--- config.mk ---
export PLATFORM = sky130hd
export DESIGN_NAME = lsu_ctrl
export DESIGN_NICKNAME = d
export VERILOG_FILES = /design/src/logic/lsu_pkg.sv /design/src/logic/lsu_ctrl.sv
export VERILOG_INCLUDE_DIRS = /design/src /design/src/logic
export SDC_FILE = /design/constraint.sdc
export NUM_CORES = 1
export LEC_CHECK = 0
export ABC_AREA = 1
export BUFFER_PORTS_ARGS = -buffer_cell sky130_fd_sc_hd__buf_2
export CORE_AREA = 10 10 197 199
export CTS_BUF_LIST = sky130_fd_sc_hd__clkbuf_2
export DETAILED_ROUTE_END_ITERATION = 8
export DIE_AREA = 0 0 207 209
export PLACE_DENSITY = 0.46
export SETUP_SLACK_MARGIN = 0.1
export SLEW_MARGIN = 20
export SYNTH_ARGS = -nofsm -noshare
export SYNTH_HDL_FRONTEND = slang
export SYNTH_SLANG_ARGS = --single-unit
--- constraint.sdc ---
create_clock -name clk -period 9.2 [get_ports clk]
set_input_delay 1.38 -clock clk [delete_from_list [all_inputs] [get_ports clk]]
set_output_delay 1.38 -clock clk [all_outputs]
set_load 0.05 [all_outputs]
--- src/logic/lsu_params.svh ---
// data width, data RAM depth and RAM response latency macros
`ifndef LSU_PARAMS_SVH
`define LSU_PARAMS_SVH

// data and address width
`define LSU_XLEN 64

// 64-bit words in the data RAM
`define LSU_RAM_DEPTH 256

// cycles from request handshake to response valid
`define LSU_RAM_LATENCY 3

`endif

--- src/logic/lsu_pkg.sv ---
// access size enum and load/store controller state enum
`default_nettype none

package lsu_pkg;

  typedef enum logic [1:0] {
    SIZE_B = 2'd0, // 1 byte
    SIZE_H = 2'd1,
    SIZE_W = 2'd2,
    SIZE_D = 2'd3  // full dword
  } mem_size_e;

  typedef enum logic [2:0] {
    ST_IDLE    = 3'd0,
    ST_WR_REQ  = 3'd1,
    ST_WR_RESP = 3'd2,
    ST_RD_REQ  = 3'd3,
    ST_RD_DATA = 3'd4
  } lsu_state_e;

endpackage

`default_nettype wire

--- src/logic/lsu_ctrl.sv ---
// load/store FSM driving the bus handshakes, stall level and load data capture
`timescale 1ns/1ps
`default_nettype none
`include "lsu_params.svh"

module lsu_ctrl (
  input  wire                       clk,
  input  wire                       arst_n_i,
  input  wire                       req_i,
  input  wire                       req_we_i,
  input  wire [`LSU_XLEN-1:0]       req_addr_i,
  input  wire [`LSU_XLEN-1:0]       req_wdata_i,
  input  wire lsu_pkg::mem_size_e   req_size_i,
  input  wire                       req_sext_i,
  output logic [`LSU_XLEN-1:0]      st_addr_o,
  output logic [`LSU_XLEN-1:0]      st_data_o,
  output lsu_pkg::mem_size_e        st_size_o,
  output lsu_pkg::mem_size_e        ld_size_o,
  output logic                      ld_sext_o,
  input  wire [`LSU_XLEN-1:0]       ld_value_i,
  output logic                      wr_valid_o,
  output logic [`LSU_XLEN-1:0]      wr_addr_o,
  input  wire                       wr_ready_i,
  input  wire                       wresp_valid_i,
  output logic                      wresp_ready_o,
  output logic                      rd_valid_o,
  output logic [`LSU_XLEN-1:0]      rd_addr_o,
  input  wire                       rd_ready_i,
  input  wire                       rdata_valid_i,
  output logic                      rdata_ready_o,
  output logic                      stall_o,
  output logic                      load_valid_o,
  output logic [`LSU_XLEN-1:0]      load_data_o
);

  lsu_pkg::lsu_state_e  state_q;
  logic [`LSU_XLEN-1:0] addr_q;
  logic [`LSU_XLEN-1:0] wdata_q;
  lsu_pkg::mem_size_e   size_q;
  logic                 sext_q;
  logic                 wresp_ready_q;
  logic                 rdata_ready_q;
  logic                 load_valid_q;
  logic [`LSU_XLEN-1:0] load_data_q;
  logic                 accept;
  logic                 wr_hs;
  logic                 wresp_hs;
  logic                 rd_hs;
  logic                 rdata_hs;

  assign accept   = req_i && (state_q == lsu_pkg::ST_IDLE); // strobes while busy are dropped
  assign wr_hs    = wr_valid_o && wr_ready_i;
  assign wresp_hs = wresp_valid_i && wresp_ready_q;
  assign rd_hs    = rd_valid_o && rd_ready_i;
  assign rdata_hs = rdata_valid_i && rdata_ready_q;

  // held request, also feeds the aligner
  always_ff @(posedge clk) begin
    if (accept) begin
      addr_q  <= req_addr_i;
      wdata_q <= req_wdata_i;
      size_q  <= req_size_i;
      sext_q  <= req_sext_i;
    end
  end

  always_ff @(posedge clk or negedge arst_n_i) begin
    if (!arst_n_i) begin
      state_q       <= lsu_pkg::ST_IDLE;
      wresp_ready_q <= 1'b0;
      rdata_ready_q <= 1'b0;
      load_valid_q  <= 1'b0;
      load_data_q   <= '0;
    end else begin
      load_valid_q <= 1'b0;
      case (state_q)
        lsu_pkg::ST_IDLE:
          if (accept) state_q <= req_we_i ? lsu_pkg::ST_WR_REQ : lsu_pkg::ST_RD_REQ;
        lsu_pkg::ST_WR_REQ:
          if (wr_hs) state_q <= lsu_pkg::ST_WR_RESP;
        lsu_pkg::ST_WR_RESP: begin
          if (wresp_hs) begin
            wresp_ready_q <= 1'b0;
            state_q       <= lsu_pkg::ST_IDLE;
          end else if (wresp_valid_i) begin
            wresp_ready_q <= 1'b1; // one cycle behind valid
          end
        end
        lsu_pkg::ST_RD_REQ:
          if (rd_hs) state_q <= lsu_pkg::ST_RD_DATA;
        lsu_pkg::ST_RD_DATA: begin
          if (rdata_hs) begin
            rdata_ready_q <= 1'b0;
            load_valid_q  <= 1'b1;
            load_data_q   <= ld_value_i;
            state_q       <= lsu_pkg::ST_IDLE;
          end else if (rdata_valid_i) begin
            rdata_ready_q <= 1'b1;
          end
        end
        default: state_q <= lsu_pkg::ST_IDLE;
      endcase
    end
  end

  assign st_addr_o     = addr_q;
  assign st_data_o     = wdata_q;
  assign st_size_o     = size_q;
  assign ld_size_o     = size_q;
  assign ld_sext_o     = sext_q;
  assign wr_valid_o    = (state_q == lsu_pkg::ST_WR_REQ);
  assign wr_addr_o     = addr_q;
  assign wresp_ready_o = wresp_ready_q;
  assign rd_valid_o    = (state_q == lsu_pkg::ST_RD_REQ);
  assign rd_addr_o     = addr_q;
  assign rdata_ready_o = rdata_ready_q;
  assign stall_o       = (state_q != lsu_pkg::ST_IDLE);
  assign load_valid_o  = load_valid_q;
  assign load_data_o   = load_data_q;

endmodule

`default_nettype wire

==> flow_metrics.tcl <==
set metrics [dict create \
    post_drt_wl_per_cell_microns 19.85 \
    io_buffers 533 \
    viasPerCell 3.832 \
    stdcell_count 1534 \
    place_inst 1428 \
    critPathCaptureType "output pin" \
    setup_violations 0 \
    r2r_slack_ps 5920 \
    clkLatencyLatePin_ps 890 \
    synth_fp_nets 776 \
    routed_wl_mm 30.46 \
    crit_required_ps 7820 \
    fin_hold_ws_ps 483.2 \
    synthMuxAreaShare_pct 0 \
    ctsResizeCount 0 \
    die_h_microns 209 \
    coreArea_sq_um 35050 \
    cp_top_family "buffers and inverters" \
    grt_pass1_vias 6293 \
    slew_violations 0 \
    netlist_area_sq_um 7699 \
    die_w_microns 207 \
    critPathKind "reg -> out" \
    io-pin-count 534 \
    clock-root-buffer "clkbuf_2" \
    r2r-start "state_q[1]" \
    min_period_ps 3353 \
    cts_setup_buffers 0 \
    max_slew.worst_pin.slew_ps 996.1 \
    h-tree-depth 2 \
    postSynthCellCount 573 \
    rsz0062_at_grt "no" \
    initial_core_util_pct 21.96 \
    cpMostUsedCell "inv_1" \
    critPathMaxFanout 6 \
    final_nets 1228 \
    hold_class "reg -> reg" \
    synthAdderAreaFrac_pct 0 \
    cts_tree "yes" \
    yosys_warnings 0 \
    synth_compound_area_share_pct 0.1950 \
    holdPathStages 2 \
    ys_seq_area_share_pct 73.85 \
    cts_buffers 56 \
    firstDrtPassIters 4 \
    grt_overflow 0 \
    gp_congestion 0.8665 \
    synth-simple-area-share_pct 11.00 \
    num_rows 69 \
    startpoint_type "flop" \
    crit_chain "inv_1 -> nand3_1 -> inv_1 -> buf_2" \
    grt_pass1_wl_mm 44.13 \
    worstRegToRegCells 5 \
    antenna_found_initial 6 \
    crit_path_max_incr_delay_ps 470 \
    drive_above_1_share_pct 59.07 \
    tns_ps 0 \
    grt_max_degree 71 \
    yosysUniqueCellTypes 16 \
    track_usage_pct 13.45 \
    maxCapViolCount 0 \
    final_cell_mix "533 x buf_2, 201 x nand2_1, 131 x edfxtp_1" \
    cts_max_path_buffers 3 \
    fmax_mhz 298.2 \
    syn_avg_cell_area_sq_um 13.44 \
    final_common_cell "buf_2" \
    worstReg2RegEnd "rd_addr_o[53]" \
    worst_path_max_delay_cell "dfrtp_1" \
    post-route-period-util_pct 36.45 \
    hold_buffers 0 \
    die-area_sq_um 43260 \
    status "finished, final reports clean" \
    holdPathEnd "load_data_o[9]" \
    clock_skew_ps 41.94 \
    ant_nets 0 \
    hold_viol 0 \
    critPathArrivalTime_ps 1970 \
    vias 5878 \
    dpl.hpwl_mm 23.87 \
    drt_iter0_markers 246 \
    cellPowerDensity_nw_per_um2 412.8 \
    ir_drop_uv 210.2 \
    hp-start "load_data_o[9]" \
    clkSinkCount 201 \
    p_leak_uw 0.005416 \
    path_clk_slew_ps 100 \
    syn2layout_area_growth_pct 35.54 \
    synth_top_family_by_area "buffers and inverters" \
    ys_ff_latch 201 \
    slew_headroom_pct 33.59 \
    fin_total_pwr_uw 4308 \
    drc_errors 0 \
    yosys.area_share.xor_xnor_pct 0.1138 \
    crit_buf_inv 3 \
]
-- how the worst max path moves through the flow --
stage | start | end | slack, ps | cells after the start
floorplan | req_i | ld_sext_o | 1730 | 2
global placement | req_i | rd_addr_o[26] | 5050 | 5
detailed placement | req_i | rd_addr_o[24] | 5030 | 5
CTS | state_q[2] | wr_valid_o | 5620 | 4
global route | state_q[1] | st_data_o[5] | 5570 | 5
finish | state_q[2] | wr_valid_o | 5850 | 4
-- area by class of cell --
cell class | count | area [sq um]
Fill cell | 3785 | 24620
Sequential cell | 201 | 5685
Timing Repair Buffer | 538 | 2705
Multi-Input combinational cell | 222 | 887.1
Tap cell | 461 | 576.8
Clock buffer | 82 | 410.4
Clock inverter | 21 | 140.1
Inverter | 6 | 22.52
Antenna cell | 3 | 7.507
-- sequential cells by signal, summed over array words and instances, names as in the netlist --
register and flops:
load_data_o 64, rd_addr_o 64, st_data_o 64, state_q 3
ld_size_o 2, ld_sext_o 1, load_valid_o 1, rdata_ready_o 1
wresp_ready_o 1
-- where the power goes --
part,internal [uW],switching [uW],total (uW)
Combinational,365,1800,2170
Clock,298,391,689
Sequential,1290,161,1450
Total,1950,2350,4310
-- synthesized netlist by cell type --
master | count | area [sq um]
nor2_1 | 7 | 26.28
inv_2 | 1 | 3.750
dfrtp_1 | 70 | 1752
o21ai_0 | 3 | 15.01
buf_2 | 1 | 5.000
nand3_1 | 6 | 30.03
nor3_1 | 1 | 5.000
nand3b_1 | 1 | 7.510
edfxtp_1 | 131 | 3934
nand4_2 | 1 | 12.51
buf_4 | 132 | 991.0
xnor2_1 | 1 | 8.760
nor2_4 | 1 | 11.26
buf_6 | 11 | 123.9
nand2_1 | 201 | 754.5
inv_1 | 5 | 18.77
-- metrics by stage --
step	area (sq um)	util (%)	worst slack (ps)
6_report	10440	29.77	5847
5_1_grt	10430	29.76	5565
4_1_cts	10430	29.75	5625
3_5_place_dp	9877	28.18	5029
3_3_place_gp	9877	28.18	5045
2_1_floorplan	7699	-	1727
-- cells by family after synthesis --
group           count (synthesis)
simple gates                  218
compound gates                  3
xor+xnor                        1
flops                         201
buf+inv                       150
-- routing by layer --
layer / wire (microns) / vias to the layer above / track usage (%)
met1: 11270 / 2785 / 14.21
met3: 3482 / 51 / 6.919
met2: 14850 / 357 / 22.21
li1: - / 2683 / -
met4: 850 / 2 / 5.688
met5: 7 / - / 0
-- worst reg2reg max path, stage by stage (launching register included) --
cell and delay [ps]:
dfrtp_1 440, nor2_4 190, nand2_1 140, nor2_4 740, buf_4 640, buf_4 690
Note: power is estimated with default switching activity, not from simulation.
