**config.mk**
```make
export PLATFORM = sky130hd
export DESIGN_NAME = lsu_align
export DESIGN_NICKNAME = d
export VERILOG_FILES = /design/src/logic/lsu_pkg.sv /design/src/logic/lsu_align.sv
export VERILOG_INCLUDE_DIRS = /design/src /design/src/logic
export SDC_FILE = /design/constraint.sdc
export NUM_CORES = 1
export LEC_CHECK = 0
export BUFFER_PORTS_ARGS = -buffer_cell sky130_fd_sc_hd__buf_2
export CORE_AREA = 2 2 128 130
export DETAILED_ROUTE_END_ITERATION = 12
export DIE_AREA = 0 0 130 132
export GPL_TIMING_DRIVEN = 0
export RECOVER_POWER = 100
export SYNTH_ARGS = -nofsm -noshare
export SYNTH_HDL_FRONTEND = slang
export SYNTH_SLANG_ARGS = --single-unit
```
**constraint.sdc**
```tcl
create_clock -name vclk -period 3.1
set_input_delay 0 -clock vclk [all_inputs]
set_output_delay 0 -clock vclk [all_outputs]
set_load 0.1 [all_outputs]
```
**src/logic/lsu_params.svh**
```systemverilog
// data width, data RAM depth and RAM response latency macros
`ifndef LSU_PARAMS_SVH
`define LSU_PARAMS_SVH

// data and address width
`define LSU_XLEN 64

// 64-bit words in the data RAM
`define LSU_RAM_DEPTH 256

// cycles from request handshake to response valid
`define LSU_RAM_LATENCY 3

`endif

```
**src/logic/lsu_pkg.sv**
```systemverilog
// access size enum and load/store controller state enum
`default_nettype none

package lsu_pkg;

  typedef enum logic [1:0] {
    SIZE_B = 2'd0, // 1 byte
    SIZE_H = 2'd1,
    SIZE_W = 2'd2,
    SIZE_D = 2'd3  // full dword
  } mem_size_e;

  typedef enum logic [2:0] {
    ST_IDLE    = 3'd0,
    ST_WR_REQ  = 3'd1,
    ST_WR_RESP = 3'd2,
    ST_RD_REQ  = 3'd3,
    ST_RD_DATA = 3'd4
  } lsu_state_e;

endpackage

`default_nettype wire

```
**src/logic/lsu_align.sv**
```systemverilog
// store lane shifting and byte mask, load extraction with sign or zero extension
`timescale 1ns/1ps
`default_nettype none
`include "lsu_params.svh"

module lsu_align (
  input  wire [`LSU_XLEN-1:0]       st_addr_i,
  input  wire [`LSU_XLEN-1:0]       st_data_i,
  input  wire lsu_pkg::mem_size_e   st_size_i,
  input  wire lsu_pkg::mem_size_e   ld_size_i,
  input  wire                       ld_sext_i,
  input  wire [`LSU_XLEN-1:0]       rdata_i,
  output logic [`LSU_XLEN-1:0]      wr_data_o,
  output logic [`LSU_XLEN/8-1:0]    wr_mask_o,
  output logic [`LSU_XLEN-1:0]      ld_value_o
);

  localparam int NBYTES = `LSU_XLEN / 8;
  localparam int OFF_W  = $clog2(NBYTES);

  logic [OFF_W-1:0]     offset;
  logic [OFF_W+2:0]     shamt;
  logic [NBYTES-1:0]    size_mask;
  logic [`LSU_XLEN-1:0] ld_shifted;
  logic                 fill;

  assign offset = st_addr_i[OFF_W-1:0];
  assign shamt  = {offset, 3'b000}; // byte offset in bits

  always_comb begin
    case (st_size_i)
      lsu_pkg::SIZE_B: size_mask = NBYTES'(1);
      lsu_pkg::SIZE_H: size_mask = NBYTES'(3);
      lsu_pkg::SIZE_W: size_mask = NBYTES'(15);
      default:         size_mask = '1;
    endcase
  end

  assign wr_mask_o = size_mask << offset;
  assign wr_data_o = st_data_i << shamt;

  // addressed bytes land at bit 0
  assign ld_shifted = rdata_i >> shamt;

  always_comb begin
    case (ld_size_i)
      lsu_pkg::SIZE_B: begin
        fill       = ld_sext_i & ld_shifted[7];
        ld_value_o = {{(`LSU_XLEN-8){fill}}, ld_shifted[7:0]};
      end
      lsu_pkg::SIZE_H: begin
        fill       = ld_sext_i & ld_shifted[15];
        ld_value_o = {{(`LSU_XLEN-16){fill}}, ld_shifted[15:0]};
      end
      lsu_pkg::SIZE_W: begin
        fill       = ld_sext_i & ld_shifted[31];
        ld_value_o = {{(`LSU_XLEN-32){fill}}, ld_shifted[31:0]};
      end
      default: begin
        fill       = 1'b0; // dword, nothing to extend
        ld_value_o = ld_shifted;
      end
    endcase
  end

endmodule

`default_nettype wire

```
==> flow_metrics.py, run 1 <==
metrics = {
    "floorplan": {
        "core_area_mm2": 0.01571,
        "start_util": 0.2594,
        "fp.dieW_um": 130,
        "row_count": 46,
        "die_h_um": 132,
        "dieArea_mm2": 0.01716,
        "ios": 333,
    },
    "sta": {
        "final_period_minus_worst_setup_slack_ns": 2.788,
        "finalSetupTns_ns": 0,
        "slew_headroom": 0.1650,
        "hold_violations": 0,
        "min_period_over_period": 0.8994,
        "rsz0062_at_grt": "no",
        "setup_violations": 0,
        "drv_slew": 0,
        "whs_ns": 0.5335,
        "tightest_slew_ns": 1.258,
        "fmax_mhz": 358.6,
        "fin_ws_ns": 0.3118,
    },
    "power": {
        "ir_worst_vdd_uv": 196.1,
        "leakage_nw": 2.676,
        "p_sw_frac": 0.8079,
        "combPwrFrac": 1.000,
        "internal_power_w": 0.0004250,
        "switchingPower_w": 0.001787,
        "p_per_area_mw_per_mm2": 392.2,
        "sequentialPowerShare": 0,
        "clkPwrFrac": 0,
    },
    "worst_setup_path": {
        "endpoint": "ld_value_o[9]",
        "cp.arrival_ns": 2.79,
        "start_kind": "primary input",
        "cp-startpoint": "st_addr_i[0]",
        "path_class": "in2out",
        "cp-end-kind": "output port",
        "required_ns": 3.10,
        "crit_fanout": 10,
    },
    "worst_hold_path": {
        "min_path_type": "in2out",
        "hold_depth": 3,
    },
    "global_route": {
        "overflow": 0,
        "grt_util_all_layers": 0.2626,
        "use_met2": 0.4427,
        "grt_use_met1": 0.3590,
        "antenna_found_initial": 3,
        "first_global_vias": 5665,
        "grt_pass1_wl_mm": 34.42,
        "grt_max_degree": 11,
        "busiest_layer": "met2",
        "met3_usage": 0.02394,
    },
    "cells_and_area": {
        "nNetsFinal": 1015,
        "layout-drive-gt1-share": 0.3860,
        "area_delta_synth_final_pct": 38.41,
        "nClkBuffers": 0,
        "multi_input_area_mm2": 0.003735,
        "seq_cells": 0,
        "regArea_um2": 0,
        "fillers": 1785,
        "final_core_util": 0.3590,
    },
    "synthesis": {
        "synth.area.top_cells": "mux4_2 (18%), mux2i_1 (16%), nand2_1 (7.6%)",
        "yosys.area.top_type": "mux4_2",
        "synth_area_mm2": 0.004075,
        "syn-num-nets": 742,
        "syn_inst": 545,
        "synth.avg_cell_area_um2": 7.477,
        "yosys_warnings": 0,
        "yosys-top-cells-count": "nand2_1 (82), mux2i_1 (67), nor2_1 (57), a21oi_1 (34)",
        "yosysTopAreaCellShare": 0.1824,
        "synth.distinct_cells": 46,
        "synth_most_common_cell": "nand2_1",
        "seq_area_frac_synth": 0,
    },
    "placed_design": {
        "port_buffers": 271,
        "gp_congestion": 0.9873,
        "pre_cts_ws_ns": 0.6263,
        "dp_hpwl_mm": 18.53,
    },
    "route": {
        "num_vias": 5741,
        "dr.first_iter.drc_count": 476,
        "ant_nets": 0,
        "remaining_drc_errors": 0,
        "drtPass1Iterations": 5,
        "avgViaCountPerCell": 5.547,
        "wl_per_cell_um": 22.96,
        "drt-total-wl_mm": 23.77,
    },
    "clocking": {
        "post_cts_buffers": 0,
        "cts_hold_buf": 0,
        "cts_resized": 0,
    },
    "flow_run": {
        "maxCapViolCount": 0,
    },
    "run_status": {
        "status": "complete, no violations",
    },
}
[cell type report]
cell class / count / share of cell area
Tap cell: 216 / 0.04791
Inverter: 3 / 0.001996
Buffer: 65 / 0.05901
Multi-Input combinational cell: 477 / 0.6622
Timing Repair Buffer: 271 / 0.2276
Antenna cell: 3 / 0.001331
[kinds of logic after synthesis]
kind of cell,after synthesis,share of synthesized area
multiplexers,131,0.4335
buffers and inverters,68,0.08535
AND/OR/NAND/NOR,212,0.2579
AO/OA/AOI/OAI,134,0.2232
[worst min path at each step]
stage / start / to
2_1_floorplan: st_addr_i[1] / wr_mask_o[0]
3_3_place_gp: st_data_i[5] / wr_data_o[5]
3_5_place_dp: st_data_i[5] / wr_data_o[5]
4_1_cts: st_data_i[5] / wr_data_o[5]
5_1_grt: st_data_i[5] / wr_data_o[5]
6_report: st_data_i[4] / wr_data_o[4]
[metal layers]
layer,part of all wire,wire (um),vias up
met5,0,0,-
met4,0.020,481,0
met3,0.089,2108,39
met2,0.48,11290,385
met1,0.42,9883,2702
li1,-,-,2615
[placed cells by master (no fill, tap or decap), types with 3 or more instances in the layout]
cell	netlist	layout
buf_2	19	172
clkbuf_1	28	94
nand2_1	82	82
mux2i_1	67	67
clkbuf_2	1	58
nor2_1	57	57
a21oi_1	34	34
mux4_2	33	33
o21ai_1	33	33
and2_1	19	19
mux2_1	17	17
nand4_1	17	17
o2bb2ai_1	14	14
mux2_2	13	13
nor2b_1	10	10
o211ai_2	10	10
nand4_2	10	10
o211ai_1	8	8
o22ai_1	8	8
buf_6	7	7
a211o_1	6	6
a31oi_1	6	6
o2111ai_1	6	6
nand3_1	5	5
buf_4	4	4
diode_2	0	3
nand2b_1	3	3
a22oi_1	3	3
[power groups by stage]
| stage | clock network [W] | registers (W) | logic (W) |
|---|---|---|---|
| 2_1_floorplan | 0 | 0 | 0.00176 |
| 3_3_place_gp | 0 | 0 | 0.00222 |
| 3_5_place_dp | 0 | 0 | 0.00222 |
| 4_1_cts | 0 | 0 | 0.00222 |
| 5_1_grt | 0.0000000000863 | 0 | 0.00228 |
| 6_report | 0.000000000130 | 0 | 0.00221 |
[critical path, stage by stage]
cell and delay (ns):
buf_2 0.11, buf_6 0.15, buf_4 0.21, buf_4 0.28
clkbuf_1 0.81, mux4_2 0.38, mux2i_1 0.10, o21ai_1 0.23
clkbuf_2 0.49
[stage by stage]
stage | power (W) | std cells | instance area (um^2)
2_1_floorplan | 0.001763 | 545 | 4088
3_3_place_gp | 0.002219 | 1032 | 5714
3_5_place_dp | 0.002219 | 1032 | 5714
4_1_cts | 0.002223 | 1032 | 5714
5_1_grt | 0.002284 | 1034 | 5638
6_report | 0.002212 | 1035 | 5640
Power figures use the tool's default switching activity.
==> inputs of run 2 (changes only) <==
Settings changed: BUFFER_PORTS_ARGS -buffer_cell sky130_fd_sc_hd__buf_2 to not set, CORE_AREA 2 2 128 130 to 2 2 130 132, DIE_AREA 0 0 130 132 to 0 0 132 134, DONT_BUFFER_PORTS set to 1.
==> flow_metrics.py, run 2 (synthesized netlist as in run 1, its figures left out) <==
metrics = {
    "run_status": {
        "status": "finished with violations",
        "violations": "capacitance limit, slew limit",
    },
    "sta": {
        "finalSetupTns_ns": 0,
        "slew_headroom": -0.2534,
        "drv_slew": 8,
        "setup_violations": 0,
        "min_period_over_period": 0.9210,
        "rsz0062_at_grt": "no",
        "hold_violations": 0,
        "fmax_mhz": 350.2,
        "tightest_slew_ns": 1.868,
        "final_period_minus_worst_setup_slack_ns": 2.855,
    },
    "power": {
        "switchingPower_w": 0.001709,
        "internal_power_w": 0.0003093,
        "combPwrFrac": 1.000,
        "p_per_area_mw_per_mm2": 438.1,
        "p_sw_frac": 0.8467,
        "sequentialPowerShare": 0,
        "leakage_nw": 1.828,
        "clkPwrFrac": 0,
        "ir_worst_vdd_uv": 138.1,
    },
    "worst_setup_path": {
        "cp-startpoint": "st_addr_i[0]",
        "start_kind": "primary input",
        "cp.arrival_ns": 2.86,
        "required_ns": 3.10,
        "crit_fanout": 10,
        "cp-end-kind": "output port",
        "path_class": "in2out",
    },
    "floorplan": {
        "die_h_um": 134,
        "core_area_mm2": 0.01629,
        "row_count": 47,
        "fp.dieW_um": 132,
        "dieArea_mm2": 0.01769,
        "ios": 333,
        "start_util": 0.2502,
    },
    "global_route": {
        "antenna_found_initial": 2,
        "grt_pass1_wl_mm": 33.66,
        "grt_max_degree": 11,
        "grt_util_all_layers": 0.2517,
        "first_global_vias": 5029,
        "overflow": 0,
    },
    "route": {
        "ant_nets": 0,
        "drt-total-wl_mm": 23.72,
        "num_vias": 4978,
        "drtPass1Iterations": 5,
        "remaining_drc_errors": 0,
        "dr.first_iter.drc_count": 529,
        "wl_per_cell_um": 30.65,
        "avgViaCountPerCell": 6.432,
    },
    "worst_hold_path": {
        "hold_start": "st_data_i[13]",
        "hold_depth": 2,
        "min_path_type": "in2out",
    },
    "clocking": {
        "cts_resized": 0,
        "cts_hold_buf": 0,
        "post_cts_buffers": 0,
    },
    "cells_and_area": {
        "nNetsFinal": 752,
        "final_core_util": 0.2827,
        "area_delta_synth_final_pct": 13.02,
        "regArea_um2": 0,
        "seq_cells": 0,
        "nClkBuffers": 0,
        "layout-drive-gt1-share": 0.2459,
        "most-common-layout-cells": "nand2_1 (82), mux2i_1 (67), nor2_1 (46), clkbuf_1 (39), a21oi_1 (34)",
        "layout_commonest_cell": "nand2_1",
    },
    "placed_design": {
        "gp_congestion": 0.9550,
        "dp_hpwl_mm": 18.52,
        "port_buffers": 0,
    },
    "flow_run": {
        "maxCapViolCount": 8,
    },
}
[run 2: worst paths after layout]
| path | endpoint | slack [ns] |
|---|---|---|
| worst min-delay path | wr_data_o[13] | 0.43 |
| worst max-delay path | wr_data_o[45] | 0.24 |
[run 2: routing by layer]
layer / track usage / part of all wire / up-vias
met5: 0 / 0 / -
met4: 0.07246 / 0.031 / 0
met3: 0.08617 / 0.12 / 68
met2: 0.4184 / 0.46 / 408
met1: 0.3093 / 0.39 / 2427
li1: - / - / 2075
[run 2: area by class of cell]
cell class,instances,area [um^2]
Antenna cell,1,2.502
Fill cell,1844,11680
Multi-Input combinational cell,477,3885
Tap cell,220,275.3
Buffer,65,332.8
Timing Repair Buffer,8,98.84
Inverter,3,11.26
[run 2: stage by stage]
| stage | hold slack (ns) | power [W] | worst slack, ns | instance area [um^2] | cells |
|---|---|---|---|---|---|
| 6_report | 0.4350 | 0.002018 | 0.2448 | 4606 | 774 |
| 5_1_grt | 0.4622 | 0.002065 | 0.1200 | 4606 | 774 |
| 4_1_cts | 0.4314 | 0.002058 | 0.2633 | 4797 | 773 |
| 3_5_place_dp | 0.4314 | 0.002056 | 0.2651 | 4797 | 773 |
| 3_3_place_gp | 0.4560 | 0.001947 | -0.6554 | 4363 | 765 |
| 2_1_floorplan | 0.4384 | 0.001763 | 0.07394 | 4088 | 545 |
[run 2: critical path, stage by stage]
cell and delay, ns:
buf_6 0.13, buf_4 0.24, buf_4 0.27, clkbuf_1 0.62
clkbuf_1 0.53, o21ai_1 0.18, o21ai_2 0.87
[run 2: power by group through the flow]
stage	registers, W	clock network [W]	logic (W)
floorplan	0	0	0.00176
global placement	0	0	0.00195
detailed placement	0	0	0.00206
CTS	0	0	0.00206
global route	0	0.0000000000434	0.00207
finish	0	0.0000000000435	0.00202
